===== src/source/sfpp_io_pkg.sv =====
// SFP+ port management definitions
// Register map, word types and MDIO frame timing shared by the core
package sfpp_io_pkg;

   // ------------------------------
   // Word types
   // ------------------------------
   typedef logic [31:0] reg_addr_t;     // Register port byte address
   typedef logic [31:0] reg_data_t;
   // MAC status bits 8..0: remote fault, local fault, pause rx,
   // rx FIFO underflow/overflow, tx FIFO underflow/overflow, fragment, CRC
   typedef logic [31:0] mac_status_t;
   typedef logic [15:0] phy_status_t;   // PHY core status
   typedef logic [15:0] mdio_data_t;
   typedef logic [4:0]  mdio_addr_t;    // PHY or register address

   // ------------------------------
   // Register map
   // ------------------------------
   localparam reg_addr_t REG_MAC_CTRL_STATUS = 32'h00; // Wr ctrl, rd status
   localparam reg_addr_t REG_PHY_CTRL_STATUS = 32'h04;
   localparam reg_addr_t REG_MDIO_CMD        = 32'h10; // Write only
   localparam reg_addr_t REG_MDIO_STATUS     = 32'h14; // {busy, rd data}

   localparam reg_data_t MAC_CTRL_RESET = 32'h0000_0001; // Tx enabled

   localparam int SYNC_STAGES = 2;  // Status synchronizer depth

   // MDIO timing
   localparam int MDC_HALF_PERIOD = 4; // bus_clk cycles per MDC half
   localparam int MDC_CNT_W       = $clog2(MDC_HALF_PERIOD);

   // Clause-22 frame layout, 64 MDC periods total
   localparam int MDIO_PREAMBLE_BITS = 32;
   localparam int MDIO_HEADER_BITS   = 14; // Start, opcode, PHY, register
   localparam int MDIO_TA_BITS       = 2;
   localparam int MDIO_DATA_BITS     = 16;

   typedef enum logic [2:0] {
      IDLE,
      PREAMBLE,
      HEADER,
      TURNAROUND,
      DATA,
      FINISH
   } mdio_state_t;

endpackage


===== src/source/mdio_master.sv =====
`timescale 1ns/1ns
// Clause-22 MDIO master on the register port
// One command write runs one 64-period management frame, MDC divided down
module mdio_master
   import sfpp_io_pkg::*;
(
   input  logic      bus_clk,
   input  logic      bus_rst,
   // Register port
   input  logic      reg_wr_req_i,
   input  reg_addr_t reg_wr_addr_i,
   input  reg_data_t reg_wr_data_i,
   input  logic      reg_rd_req_i,
   input  reg_addr_t reg_rd_addr_i,
   output logic      reg_rd_resp_o,
   output reg_data_t reg_rd_data_o,
   // MDIO pins
   output logic      mdc_o,
   output logic      mdio_o,
   output logic      mdio_oe_o,
   input  logic      mdio_i
);

   mdio_state_t          state;
   logic                 busy;
   logic                 cmd_rnw;     // Frame in flight is a read
   logic [31:0]          frame_sr;    // Start..data, MSB goes out first
   logic [4:0]           bit_cnt;     // Bit within current field
   logic                 bit_last;
   logic [MDC_CNT_W-1:0] div_cnt;
   logic                 mdc_q;
   logic                 half_tick;
   logic                 mdc_rise;
   logic                 mdc_fall;
   mdio_data_t           rd_data_q;
   // Command fields
   mdio_data_t           cmd_wdata;
   mdio_addr_t           cmd_reg;
   mdio_addr_t           cmd_phy;
   logic                 cmd_start;

   assign cmd_wdata = reg_wr_data_i[15:0];
   assign cmd_reg   = reg_wr_data_i[20:16];
   assign cmd_phy   = reg_wr_data_i[25:21];
   // Commands while busy are dropped
   assign cmd_start = reg_wr_req_i && (reg_wr_addr_i == REG_MDIO_CMD) && !busy;

   // ------------------------------
   // MDC divider
   // ------------------------------
   assign half_tick = (div_cnt == MDC_CNT_W'(MDC_HALF_PERIOD - 1));
   assign mdc_rise  = half_tick && !mdc_q;
   assign mdc_fall  = half_tick && mdc_q;   // Ends a bit period

   always_ff @(posedge bus_clk) begin
      if (bus_rst || state == IDLE) begin   // MDC parked low when idle
         div_cnt <= '0;
         mdc_q   <= 1'b0;
      end else if (half_tick) begin
         div_cnt <= '0;
         mdc_q   <= ~mdc_q;
      end else begin
         div_cnt <= div_cnt + 1'b1;
      end
   end

   assign mdc_o = mdc_q;

   // ------------------------------
   // Frame FSM
   // ------------------------------
   always_comb begin
      case (state)
         PREAMBLE:   bit_last = (bit_cnt == 5'(MDIO_PREAMBLE_BITS - 1));
         HEADER:     bit_last = (bit_cnt == 5'(MDIO_HEADER_BITS - 1));
         TURNAROUND: bit_last = (bit_cnt == 5'(MDIO_TA_BITS - 1));
         DATA:       bit_last = (bit_cnt == 5'(MDIO_DATA_BITS - 1));
         default:    bit_last = 1'b0;
      endcase
   end

   always_ff @(posedge bus_clk) begin
      if (bus_rst) begin
         state     <= IDLE;
         busy      <= 1'b0;
         mdio_oe_o <= 1'b0;
         bit_cnt   <= '0;
      end else begin
         if (state == IDLE || (mdc_fall && bit_last))
            bit_cnt <= '0;
         else if (mdc_fall)
            bit_cnt <= bit_cnt + 1'b1;

         case (state)
            IDLE: begin
               if (cmd_start) begin
                  state     <= PREAMBLE;
                  busy      <= 1'b1;
                  mdio_oe_o <= 1'b1;       // Drive preamble ones
               end
            end
            PREAMBLE: begin
               if (mdc_fall && bit_last)
                  state <= HEADER;
            end
            HEADER: begin
               if (mdc_fall && bit_last) begin
                  state <= TURNAROUND;
                  if (cmd_rnw)
                     mdio_oe_o <= 1'b0;    // PHY owns the line from TA on
               end
            end
            TURNAROUND: begin
               if (mdc_fall && bit_last)
                  state <= DATA;
            end
            DATA: begin
               if (mdc_fall && bit_last) begin
                  state     <= FINISH;
                  mdio_oe_o <= 1'b0;
               end
            end
            FINISH: begin
               state <= IDLE;
               busy  <= 1'b0;
            end
            default: state <= IDLE;
         endcase
      end
   end

   // ------------------------------
   // Shift paths
   // ------------------------------
   always_ff @(posedge bus_clk) begin
      if (cmd_start) begin
         cmd_rnw  <= reg_wr_data_i[26];
         frame_sr <= {2'b01,                                    // Start
                      reg_wr_data_i[26] ? 2'b10 : 2'b01,        // Opcode
                      cmd_phy, cmd_reg,
                      reg_wr_data_i[26] ? 2'b11 : 2'b10,        // TA
                      cmd_wdata};
      end else if (mdc_fall && state != PREAMBLE) begin
         frame_sr <= {frame_sr[30:0], 1'b0};  // Next bit after MDC falls
      end
   end

   assign mdio_o = (state == IDLE || state == PREAMBLE) ? 1'b1 : frame_sr[31];

   always_ff @(posedge bus_clk) begin
      if (bus_rst)
         rd_data_q <= '0;
      else if (mdc_rise && state == DATA && cmd_rnw)
         rd_data_q <= {rd_data_q[14:0], mdio_i};  // Sampled as MDC rises
   end

   // Status register read, one cycle latency
   always_ff @(posedge bus_clk) begin
      if (bus_rst)
         reg_rd_resp_o <= 1'b0;
      else
         reg_rd_resp_o <= reg_rd_req_i && (reg_rd_addr_i == REG_MDIO_STATUS);
   end

   always_ff @(posedge bus_clk) begin
      if (reg_rd_req_i)
         reg_rd_data_o <= {15'h0000, busy, rd_data_q};
   end

   // Read frames never fight the PHY during data bits
   assert property (@(posedge bus_clk) disable iff (bus_rst)
      (state == DATA && cmd_rnw) |-> !mdio_oe_o);

   // Idle means MDC parked low and the line released
   assert property (@(posedge bus_clk) disable iff (bus_rst)
      !busy |-> (state == IDLE && !mdc_o && !mdio_oe_o));

endmodule


===== src/source/sfpp_io_core.sv =====
`timescale 1ns/1ns
// SFP+ port management core
// Register port reaching control words, synced status and the MDIO master
module sfpp_io_core
   import sfpp_io_pkg::*;
(
   input  logic        bus_clk,
   input  logic        bus_rst,
   // Register port
   input  logic        reg_wr_req_i,
   input  reg_addr_t   reg_wr_addr_i,
   input  reg_data_t   reg_wr_data_i,
   input  logic        reg_rd_req_i,
   input  reg_addr_t   reg_rd_addr_i,
   output logic        reg_rd_resp_o,
   output reg_data_t   reg_rd_data_o,
   // Status in, asynchronous
   input  mac_status_t mac_status_i,
   input  phy_status_t phy_status_i,
   // Control out
   output logic        tx_enable_o,
   output logic        phy_reset_o,
   output logic        sfpp_tx_disable_o,
   // MDIO pins
   output logic        mdc_o,
   output logic        mdio_o,
   output logic        mdio_oe_o,
   input  logic        mdio_i
);

   mac_status_t mac_status_sync;
   phy_status_t phy_status_sync;
   logic        mdio_rd_resp;     // MDIO status read response
   reg_data_t   mdio_rd_data;

   status_sync status_sync0 (
      .bus_clk      (bus_clk),
      .bus_rst      (bus_rst),
      .mac_status_i (mac_status_i),
      .phy_status_i (phy_status_i),
      .mac_status_o (mac_status_sync),
      .phy_status_o (phy_status_sync)
   );

   sfpp_reg_ctrl reg_ctrl0 (
      .bus_clk           (bus_clk),
      .bus_rst           (bus_rst),
      .reg_wr_req_i      (reg_wr_req_i),
      .reg_wr_addr_i     (reg_wr_addr_i),
      .reg_wr_data_i     (reg_wr_data_i),
      .reg_rd_req_i      (reg_rd_req_i),
      .reg_rd_addr_i     (reg_rd_addr_i),
      .mac_status_i      (mac_status_sync),
      .phy_status_i      (phy_status_sync),
      .mdio_rd_resp_i    (mdio_rd_resp),
      .mdio_rd_data_i    (mdio_rd_data),
      .reg_rd_resp_o     (reg_rd_resp_o),
      .reg_rd_data_o     (reg_rd_data_o),
      .tx_enable_o       (tx_enable_o),
      .phy_reset_o       (phy_reset_o),
      .sfpp_tx_disable_o (sfpp_tx_disable_o)
   );

   mdio_master mdio_master0 (
      .bus_clk       (bus_clk),
      .bus_rst       (bus_rst),
      .reg_wr_req_i  (reg_wr_req_i),
      .reg_wr_addr_i (reg_wr_addr_i),
      .reg_wr_data_i (reg_wr_data_i),
      .reg_rd_req_i  (reg_rd_req_i),
      .reg_rd_addr_i (reg_rd_addr_i),
      .reg_rd_resp_o (mdio_rd_resp),
      .reg_rd_data_o (mdio_rd_data),
      .mdc_o         (mdc_o),
      .mdio_o        (mdio_o),
      .mdio_oe_o     (mdio_oe_o),
      .mdio_i        (mdio_i)
   );

endmodule


===== src/source/sfpp_reg_ctrl.sv =====
`timescale 1ns/1ns
// SFP+ register block
// MAC/PHY control words, status readback and read response merge
module sfpp_reg_ctrl
   import sfpp_io_pkg::*;
(
   input  logic        bus_clk,
   input  logic        bus_rst,
   // Register port
   input  logic        reg_wr_req_i,
   input  reg_addr_t   reg_wr_addr_i,
   input  reg_data_t   reg_wr_data_i,
   input  logic        reg_rd_req_i,
   input  reg_addr_t   reg_rd_addr_i,
   // Synced status
   input  mac_status_t mac_status_i,
   input  phy_status_t phy_status_i,
   // MDIO master read path
   input  logic        mdio_rd_resp_i,
   input  reg_data_t   mdio_rd_data_i,
   output logic        reg_rd_resp_o,
   output reg_data_t   reg_rd_data_o,
   // Control outputs
   output logic        tx_enable_o,
   output logic        phy_reset_o,
   output logic        sfpp_tx_disable_o
);

   reg_data_t mac_ctrl_q;
   reg_data_t phy_ctrl_q;
   reg_data_t readback_q;     // Status captured at read strobe
   logic      local_resp_q;
   logic      local_rd_hit;

   // ------------------------------
   // Control words
   // ------------------------------
   always_ff @(posedge bus_clk) begin
      if (bus_rst) begin
         mac_ctrl_q <= MAC_CTRL_RESET;
         phy_ctrl_q <= '0;
      end else if (reg_wr_req_i) begin
         case (reg_wr_addr_i)
            REG_MAC_CTRL_STATUS: mac_ctrl_q <= reg_wr_data_i;
            REG_PHY_CTRL_STATUS: phy_ctrl_q <= reg_wr_data_i;
            default: ;                     // Other blocks or unmapped
         endcase
      end
   end

   assign tx_enable_o       = mac_ctrl_q[0];
   assign phy_reset_o       = phy_ctrl_q[0];
   assign sfpp_tx_disable_o = phy_ctrl_q[1];

   // ------------------------------
   // Status readback
   // ------------------------------
   assign local_rd_hit = reg_rd_req_i &&
                         (reg_rd_addr_i == REG_MAC_CTRL_STATUS ||
                          reg_rd_addr_i == REG_PHY_CTRL_STATUS);

   always_ff @(posedge bus_clk) begin
      if (bus_rst)
         local_resp_q <= 1'b0;
      else
         local_resp_q <= local_rd_hit;   // One cycle after strobe
   end

   always_ff @(posedge bus_clk) begin
      if (local_rd_hit) begin
         if (reg_rd_addr_i == REG_MAC_CTRL_STATUS)
            readback_q <= mac_status_i;
         else
            readback_q <= {16'h0000, phy_status_i};  // Zero-extended
      end
   end

   // Merge with MDIO path, MDIO data wins on its strobe
   assign reg_rd_resp_o = local_resp_q | mdio_rd_resp_i;
   assign reg_rd_data_o = mdio_rd_resp_i ? mdio_rd_data_i : readback_q;

   // Responses are single pulses given the one-read-in-flight rule
   assert property (@(posedge bus_clk) disable iff (bus_rst)
      reg_rd_resp_o |=> !reg_rd_resp_o);

   // Address decode keeps the two responders apart
   assert property (@(posedge bus_clk) disable iff (bus_rst)
      !(local_resp_q && mdio_rd_resp_i));

endmodule


===== src/source/status_sync.sv =====
`timescale 1ns/1ns
// Status synchronizer
// Brings the asynchronous MAC and PHY status words into bus_clk
module status_sync
   import sfpp_io_pkg::*;
(
   input  logic        bus_clk,
   input  logic        bus_rst,
   input  mac_status_t mac_status_i,  // Asynchronous
   input  phy_status_t phy_status_i,  // Asynchronous
   output mac_status_t mac_status_o,
   output phy_status_t phy_status_o
);

   mac_status_t mac_sync_q [SYNC_STAGES];
   phy_status_t phy_sync_q [SYNC_STAGES];

   always_ff @(posedge bus_clk) begin
      if (bus_rst) begin
         for (int i = 0; i < SYNC_STAGES; i++) begin
            mac_sync_q[i] <= '0;
            phy_sync_q[i] <= '0;
         end
      end else begin
         mac_sync_q[0] <= mac_status_i;  // Metastable stage
         phy_sync_q[0] <= phy_status_i;
         for (int i = 1; i < SYNC_STAGES; i++) begin
            mac_sync_q[i] <= mac_sync_q[i-1];
            phy_sync_q[i] <= phy_sync_q[i-1];
         end
      end
   end

   assign mac_status_o = mac_sync_q[SYNC_STAGES-1];
   assign phy_status_o = phy_sync_q[SYNC_STAGES-1];

endmodule


===== config.mk =====
export PLATFORM = sky130hd
export DESIGN_NAME = sfpp_io_core
export DESIGN_NICKNAME = d
export VERILOG_FILES = /design/src/source/sfpp_io_pkg.sv /design/src/source/mdio_master.sv /design/src/source/sfpp_io_core.sv /design/src/source/sfpp_reg_ctrl.sv /design/src/source/status_sync.sv
export SDC_FILE = /design/constraint.sdc
export NUM_CORES = 1
export LEC_CHECK = 0
export BUFFER_PORTS_ARGS = -buffer_cell sky130_fd_sc_hd__buf_2
export CORE_MARGIN = 5
export CORE_UTILIZATION = 40
export CTS_CLUSTER_SIZE = 14
export DETAILED_ROUTE_END_ITERATION = 8
export HOLD_SLACK_MARGIN = 0.12
export RECOVER_POWER = 25
export REMOVE_ABC_BUFFERS = 1
export SLEW_MARGIN = 20
export SYNTH_ARGS = -nofsm -noshare
export SYNTH_HDL_FRONTEND = slang
export SYNTH_SLANG_ARGS = --single-unit

===== constraint.sdc =====
create_clock -name bus_clk -period 8.9 [get_ports bus_clk]
set_input_delay 0.445 -clock bus_clk [delete_from_list [all_inputs] [get_ports bus_clk]]
set_output_delay 0.445 -clock bus_clk [all_outputs]
set_load 0.02 [all_outputs]

Word level (Yosys, flattened, before mapping)
Memories as Yosys holds them, arrays and structs flattened.
Index checks and enable logic that the tools add are counted.
{"block": "word_totals", "word_cells": 104, "register_bits": 116, "out_inout_bits": 39, "ram_bits": 96, "mem_count": 2, "input_bits": 149}
{"block": "classes", "n_reduce_logical": 29, "eq_ne": 21, "n_bitwise": 6, "mux": 27, "add_sub_neg": 2}
{"memory": "status_sync0.mac_sync_q", "depth": 2, "width": 32, "rd": 2, "rd_ports_with_merged_regs": 0, "write_ports": 2, "line_no": "status_sync.sv:15", "rtl": "mac_status_t mac_sync_q [SYNC_STAGES];"}
{"memory": "status_sync0.phy_sync_q", "depth": 2, "width": 16, "rd": 2, "rd_ports_with_merged_regs": 0, "write_ports": 2, "line_no": "status_sync.sv:16", "rtl": "phy_status_t phy_sync_q [SYNC_STAGES];"}
{"cell": "$mux W32", "count": 3}
{"cell": "$eq A32 B3 Y1 const B", "count": 2}
{"cell": "$eq A32 B5 Y1 const B", "count": 2}
{"cell": "$logic_not A32 Y1", "count": 2}
{"cell": "$mux W30", "count": 2}
{"cell": "$mux W16", "count": 3}
{"cell": "$mux W3", "count": 5}
{"cell": "$pmux W3 S5", "count": 1}
{"cell": "$ne A2 B1 Y1 const B", "count": 6}
{"cell": "$eq A5 B4 Y1 const B", "count": 2}
{"cell": "$logic_and A1 B1 Y1", "count": 10}
{"cell": "$reduce_and A5 Y1", "count": 2}
{"cell": "$mux W1", "count": 9}
{"cell": "$eq A3 B2 Y1 const B", "count": 2}
{"cell": "$eq A3 B3 Y1 const B", "count": 2}
{"cell": "$reduce_and A2 Y1", "count": 3}
{"cell": "$add A5 B1 Y5 const B", "count": 1}
{"cell": "$eq A5 B1 Y1 const B", "count": 1}
{"cell": "$eq A5 B5 Y1 const B", "count": 1}
{"cell": "$or A1 B1 Y1", "count": 5}
{"cell": "$logic_or A1 B1 Y1", "count": 4}
{"cell": "$pmux W1 S4", "count": 1}
{"cell": "$reduce_bool A2 Y1", "count": 2}
{"cell": "$reduce_or A2 Y1", "count": 2}
{"cell": "11 further kinds", "count": 12}

Logic depth before layout (Yosys ltp)
{"block": "depth", "ltp_word": 5, "ltp_mapped": 7, "mapped_depth_nobuf": 6}

By module
A second synthesis with hierarchy kept.
{"block": "unflattened", "hier_cells": 667, "area_unflattened_um2": 8614.5}
{"module": "mdio_master", "seq_area_each_um2": 2082.0, "cells_each": 271, "area_each_um2": 3666.0, "n_inst": 1}
{"module": "status_sync", "seq_area_each_um2": 1921.8, "cells_each": 250, "area_each_um2": 2960.3, "n_inst": 1}
{"module": "sfpp_reg_ctrl", "seq_area_each_um2": 1041.0, "cells_each": 146, "area_each_um2": 1988.2, "n_inst": 1}

Least setup slack after synthesis
No wires, ideal clock.
{"block": "synth_timing", "kind": "input-to-reg", "from": "input port reg_rd_addr_i[26]", "to": "register reg_ctrl0.readback_q[0] (enable)", "slack_ps": 4330, "path_buffers": 0, "stages": 3, "arrival_ps": 4068, "setup_time_ps": 502, "required_time_ps": 8398, "cell_sequence": "nor4_1 -> nand4_1 -> nor4_1"}
{"block": "synth_between", "elab_chain_len": 3, "elab_cells_between_ends": 4, "classes_between": "1 x eq/ne; 3 x reduce/logical"}
{"item": "start, declared", "line_no": "sfpp_io_core.sv:14", "rtl": "input reg_addr_t reg_rd_addr_i,"}
{"item": "$eq A32 B3 Y1 / $logic_not A32 Y1 (equally long branches)", "line_no": "sfpp_reg_ctrl.sv:60, sfpp_reg_ctrl.sv:59"}
{"item": "$logic_or A1 B1 Y1 (*)", "line_no": "sfpp_reg_ctrl.sv:59", "rtl": "(reg_rd_addr_i == REG_MAC_CTRL_STATUS ||"}
{"item": "$logic_and A1 B1 Y1 (*)", "line_no": "sfpp_reg_ctrl.sv:58", "rtl": "assign local_rd_hit = reg_rd_req_i &&"}
{"item": "net reg_ctrl0.local_rd_hit", "line_no": "sfpp_reg_ctrl.sv:33", "rtl": "logic local_rd_hit;"}
{"item": "end signal, assigned", "line_no": "sfpp_reg_ctrl.sv:72", "rtl": "readback_q <= mac_status_i;"}
{"item": "end signal, assigned", "line_no": "sfpp_reg_ctrl.sv:74", "rtl": "readback_q <= {16'h0000, phy_status_i};"}
{"item": "end, declared", "line_no": "sfpp_reg_ctrl.sv:31", "rtl": "reg_data_t readback_q;"}
The timed path passes the listed nets; every way through them passes the cells marked *.
A chain may end at the register's enable or synchronous reset.

Worst setup path after layout
{"block": "layout_timing", "from": "input port bus_rst", "to": "register mdio_master0.bit_cnt[4]"}
{"block": "layout_between", "elab_chain_len": 1}
{"item": "start, declared", "line_no": "sfpp_io_core.sv:8", "rtl": "input logic bus_rst,"}
{"item": "$reduce_or A2 Y1 (no source line)"}
{"item": "end signal, assigned", "line_no": "mdio_master.sv:92", "rtl": "bit_cnt <= bit_cnt + 1'b1;"}
{"item": "end, declared", "line_no": "mdio_master.sv:28", "rtl": "logic [4:0] bit_cnt;"}
Every way passes these cells.

==> summary.md <==
| Metric | Value |
|---|---|
| Crit path time final | 4.69 ns |
| Number of global-route vias before repair | 4943 |
| Max H-tree Level | 1 |
| Die Wd | 148 um |
| Worst reg2reg path depth | 6 |
| CP max FO | 95 |
| First-pass GRT wire length | 23900 um |
| DRT iter0 DRCs | between 150 and 200 |
| Cells along the critical path | clkbuf_1 > clkbuf_1 > a21oi_1 > o31ai_2 > nor2_1 |
| Layout cells sized above 1 | 35.7% |
| Ys async rst share | 0% |
| Crit path buffers/inverters | 2 |
| # DRC | 0 |
| WP data required | 9.26 ns |
| Slew @ Worst Pin | 4.09 ns |
| Crit path launch | bus_rst |
| Worst IR drop on VDD | 0.126 mV |
| Initial antenna violation count | 0 |
| Setup TNS | 0 ns |
| Core Box Area | between 15000 and 20000 um^2 |
| Status | finished with violations |
| Nets | 924 |
| Fin area | about 9400 um^2 |
| Max-Slew Margin vs Limit | -173% |
| Unrepaired setup endpoints after global routing | false |
| Hold Vio Cnt, Final | 0 |
| CTS tree | done |
| Post-route antenna net violation count | 0 |
| # IOs | 188 |
| Post-DP HPWL | 9830 um |
| YS warnings | 0 |
| Largest net degree at the start of global routing | 96 |
| Setup bufs post-CTS | 0 |
| CP peak stage delay | 2.94 ns |
| CP arrival | 5.04 ns |
| Clock sinks | 212 |
| Via count | a little under 5000 |
| CP endpoint | mdio_master0.bit_cnt[4] |
| GRT Total Usage | 13.2% |
| Most used cell, CP | clkbuf_1 |
| Gr ovfl total | 0 |
| R2r startpoint | mdio_master0.div_cnt[0] |
| Highest Clock Rate | 0.213 GHz |
| Layout area overhead | 23.8% |
| CP Class | in -> reg |
| Vias/cell | 4.75 |
| Post-Route Skew | approximately 0.013 ns |
| GR Util met3 | 4.38% |
| RePlAce Congestion | 0.837 |
| CP Capture Type | flop |
| Routing usage on met2 | between 20% and 30% |
| Delay-heaviest family, CP | buffers and inverters |
| Synth unique cells | 42 |
| Port bufs | 182 |
| Setup ws final | between 4 and 5 ns |
| Worst skew pair latency | 0.49 ns |
| R2r setup slk | 6.74 ns |
| Area after DPL | 8710 um^2 |
| Synthesis-stage register bit count | 212 |
| Final setup fails | 0 |
| DRT Wirelength | ~15000 um |
| Die ar. | 21900 um^2 |
| Reg2reg end | mdio_master0.mdio_oe_o |
| Maxcap violations | 1 |
| Cts-stage hold buffer count | 0 |
| Crit. path cell count | 5 |
| Crit start category | input port |
| Lkg Pwr | 3.86 nW |
| Failing checks | max-capacitance violations, max-slew violations |
| Clk buf depth | 3 |
| DR WL/cell | 14.4 um |
| # diodes | 0 |
| Seq/Total Area, Yosys | 66.3% |
| Row count | 50 |
| Synthesized netlist cell count | 593 |
| Final core utilization | 50.4% |
| Final Cycle Share | 52.6% |
| Cts repair resizes | 0 |
| Met1 usage | 15.7% |
| Max-slew violations | 96 |
| Avg Inst Size Synth | 12.8 um^2 |
| Num CTS Buffers | 22 |
| Critical path's slowest cell | clkbuf_1 |
| PD cells | between 200 and 250 nW/um^2 |
| Hold Path Class | in -> reg |
| Worst slack, placed | about 6.1 ns |
| Reg clk slew, reported paths | 0.06 ns |
| Die height | 148 um |
| Number of synthesized flops with an enable pin | 80 |
| 1st-pass router iterations | 6 |
| Root Buffer | clkbuf_16 |
| Area of the mapped netlist | 7610 um^2 |
| Busiest grt layer | met2 |
| Initial core utilization | a little over 40% |
| Ys flop type | dfxtp_1 |
## worst min path at each step
| stage | start | to | slack [ns] | depth (start not counted) |
|---|---|---|---|---|
| floorplan | mdio_master0.div_cnt[0] | mdio_master0.div_cnt[0] | 0.40 | 1 |
| global placement | mdio_master0.div_cnt[0] | mdio_master0.div_cnt[0] | 0.41 | 1 |
| detailed placement | mdio_master0.rd_data_q[15] | mdio_master0.reg_rd_data_o[15] | 0.42 | 0 |
| CTS | mac_status_i[26] | status_sync0.mac_sync_q[0][26] | 0.15 | 2 |
| global route | mac_status_i[28] | status_sync0.mac_sync_q[0][28] | 0.15 | 2 |
| finish | mac_status_i[11] | status_sync0.mac_sync_q[0][11] | 0.16 | 2 |
## worst register-to-register path, cell delays in order, from the launching register on
cell and delay (ns):
dfxtp_1 0.34, ha_1 0.26, and2_1 0.24, nand2_1 0.09
or3_1 0.46, a2111oi_0 0.40, nor3_1 0.09
## routing by layer
layer	up-vias	routed length, um
met2	149	7090
met5	-	0
met4	0	273
met3	26	1240
li1	2407	-
met1	2278	6170
## through the flow
stage / total power, mW / cells / hold WS (ns)
detailed placement: 1.12 / 983 / 0.421
CTS: 2.02 / 1023 / 0.146
global route: 2.07 / 1023 / 0.146
global placement: 1.12 / 983 / 0.415
floorplan: 1.07 / 562 / 0.404
finish: 1.99 / 1023 / 0.165
## layout by cell type (no fill, tap or decap), drive strengths merged, types with 2 or more instances in the layout
| master | n |
|---|---|
| a21oi | 22 |
| and2 | 20 |
| buf | 179 |
| clkbuf | 39 |
| clkinv | 7 |
| dfxtp | 132 |
| edfxtp | 80 |
| ha | 2 |
| inv | 5 |
| mux2 | 60 |
| mux2i | 5 |
| nand2 | 41 |
| nand2b | 2 |
| nand3 | 2 |
| nand3b | 2 |
| nand4 | 7 |
| nor2 | 14 |
| nor2b | 115 |
| nor3 | 7 |
| nor4 | 20 |
| nor4b | 2 |
| o21ai | 2 |
| o31ai | 2 |
| or2 | 4 |
| xnor2 | 4 |
| xor2 | 3 |
## Yosys cell counts, types with 5 or more instances
master	instances	area share, %
edfxtp_1	80	32
and2_1	20	1.6
mux2_2	58	8.6
nand2_1	41	2.0
nor2b_1	115	9.5
clkbuf_1	24	1.2
nand4_1	7	0.58
nor2_1	14	0.69
mux2i_1	5	0.66
nor3_1	6	0.39
a21oi_1	22	1.4
dfxtp_1	132	35
nor4_1	19	1.6
## kinds of logic (layout without fill, tap and decap cells)
group | count (synthesis) | after routing | share of synthesized area [%]
buffers and inverters | 35 | 231 | 2.19
multiplexers | 65 | 65 | 9.53
XOR/XNOR | 7 | 7 | 0.805
adder cells (fa/ha/maj) | 2 | 2 | 0.329
AND/OR/NAND/NOR | 239 | 239 | 18.2
flip-flops | 212 | 212 | 66.3
AO/OA/AOI/OAI | 33 | 33 | 2.63
## sequential cells by signal (all words and copies together) (netlist names)
| register | cells |
|---|---|
| mdio_master0.bit_cnt | 5 |
| mdio_master0.rd_data_q | 16 |
| mdio_master0.div_cnt | 2 |
| status_sync0.mac_sync_q | 64 |
| mdio_master0.busy | 1 |
| mdio_master0.frame_sr | 32 |
| mdio_master0.mdc_o | 1 |
| mdio_master0.state | 3 |
| mdio_master0.mdio_oe_o | 1 |
| reg_ctrl0.mac_ctrl_q | 1 |
| reg_ctrl0.local_resp_q | 1 |
| mdio_master0.reg_rd_resp_o | 1 |
| status_sync0.phy_sync_q | 32 |
| reg_ctrl0.readback_q | 32 |
| mdio_master0.reg_rd_data_o | 17 |
| reg_ctrl0.phy_ctrl_q | 2 |
| mdio_master0.cmd_rnw | 1 |
## final cells by class
| cell class | instances | area (um^2) |
|---|---|---|
| inverters | 4 | 15.0 |
| repair buffers | 187 | 936 |
| flip-flops and latches | 212 | 5040 |
| clock buffers | 31 | 678 |
| well taps | 234 | 293 |
| multi-input cells | 346 | 2410 |
| clock inverters | 9 | 47.5 |
| fillers | 1653 | 9280 |
## power by group
| group | internal (mW) | leakage [nW] | switching (mW) |
|---|---|---|---|
| clock | 0.532 | 0.363 | 0.354 |
| sequential | 1.03 | 1.91 | 0.00649 |
| combinational | 0.0393 | 1.59 | 0.0308 |
| total | 1.60 | 3.86 | 0.391 |
Note: power is estimated with default switching activity, not from simulation.
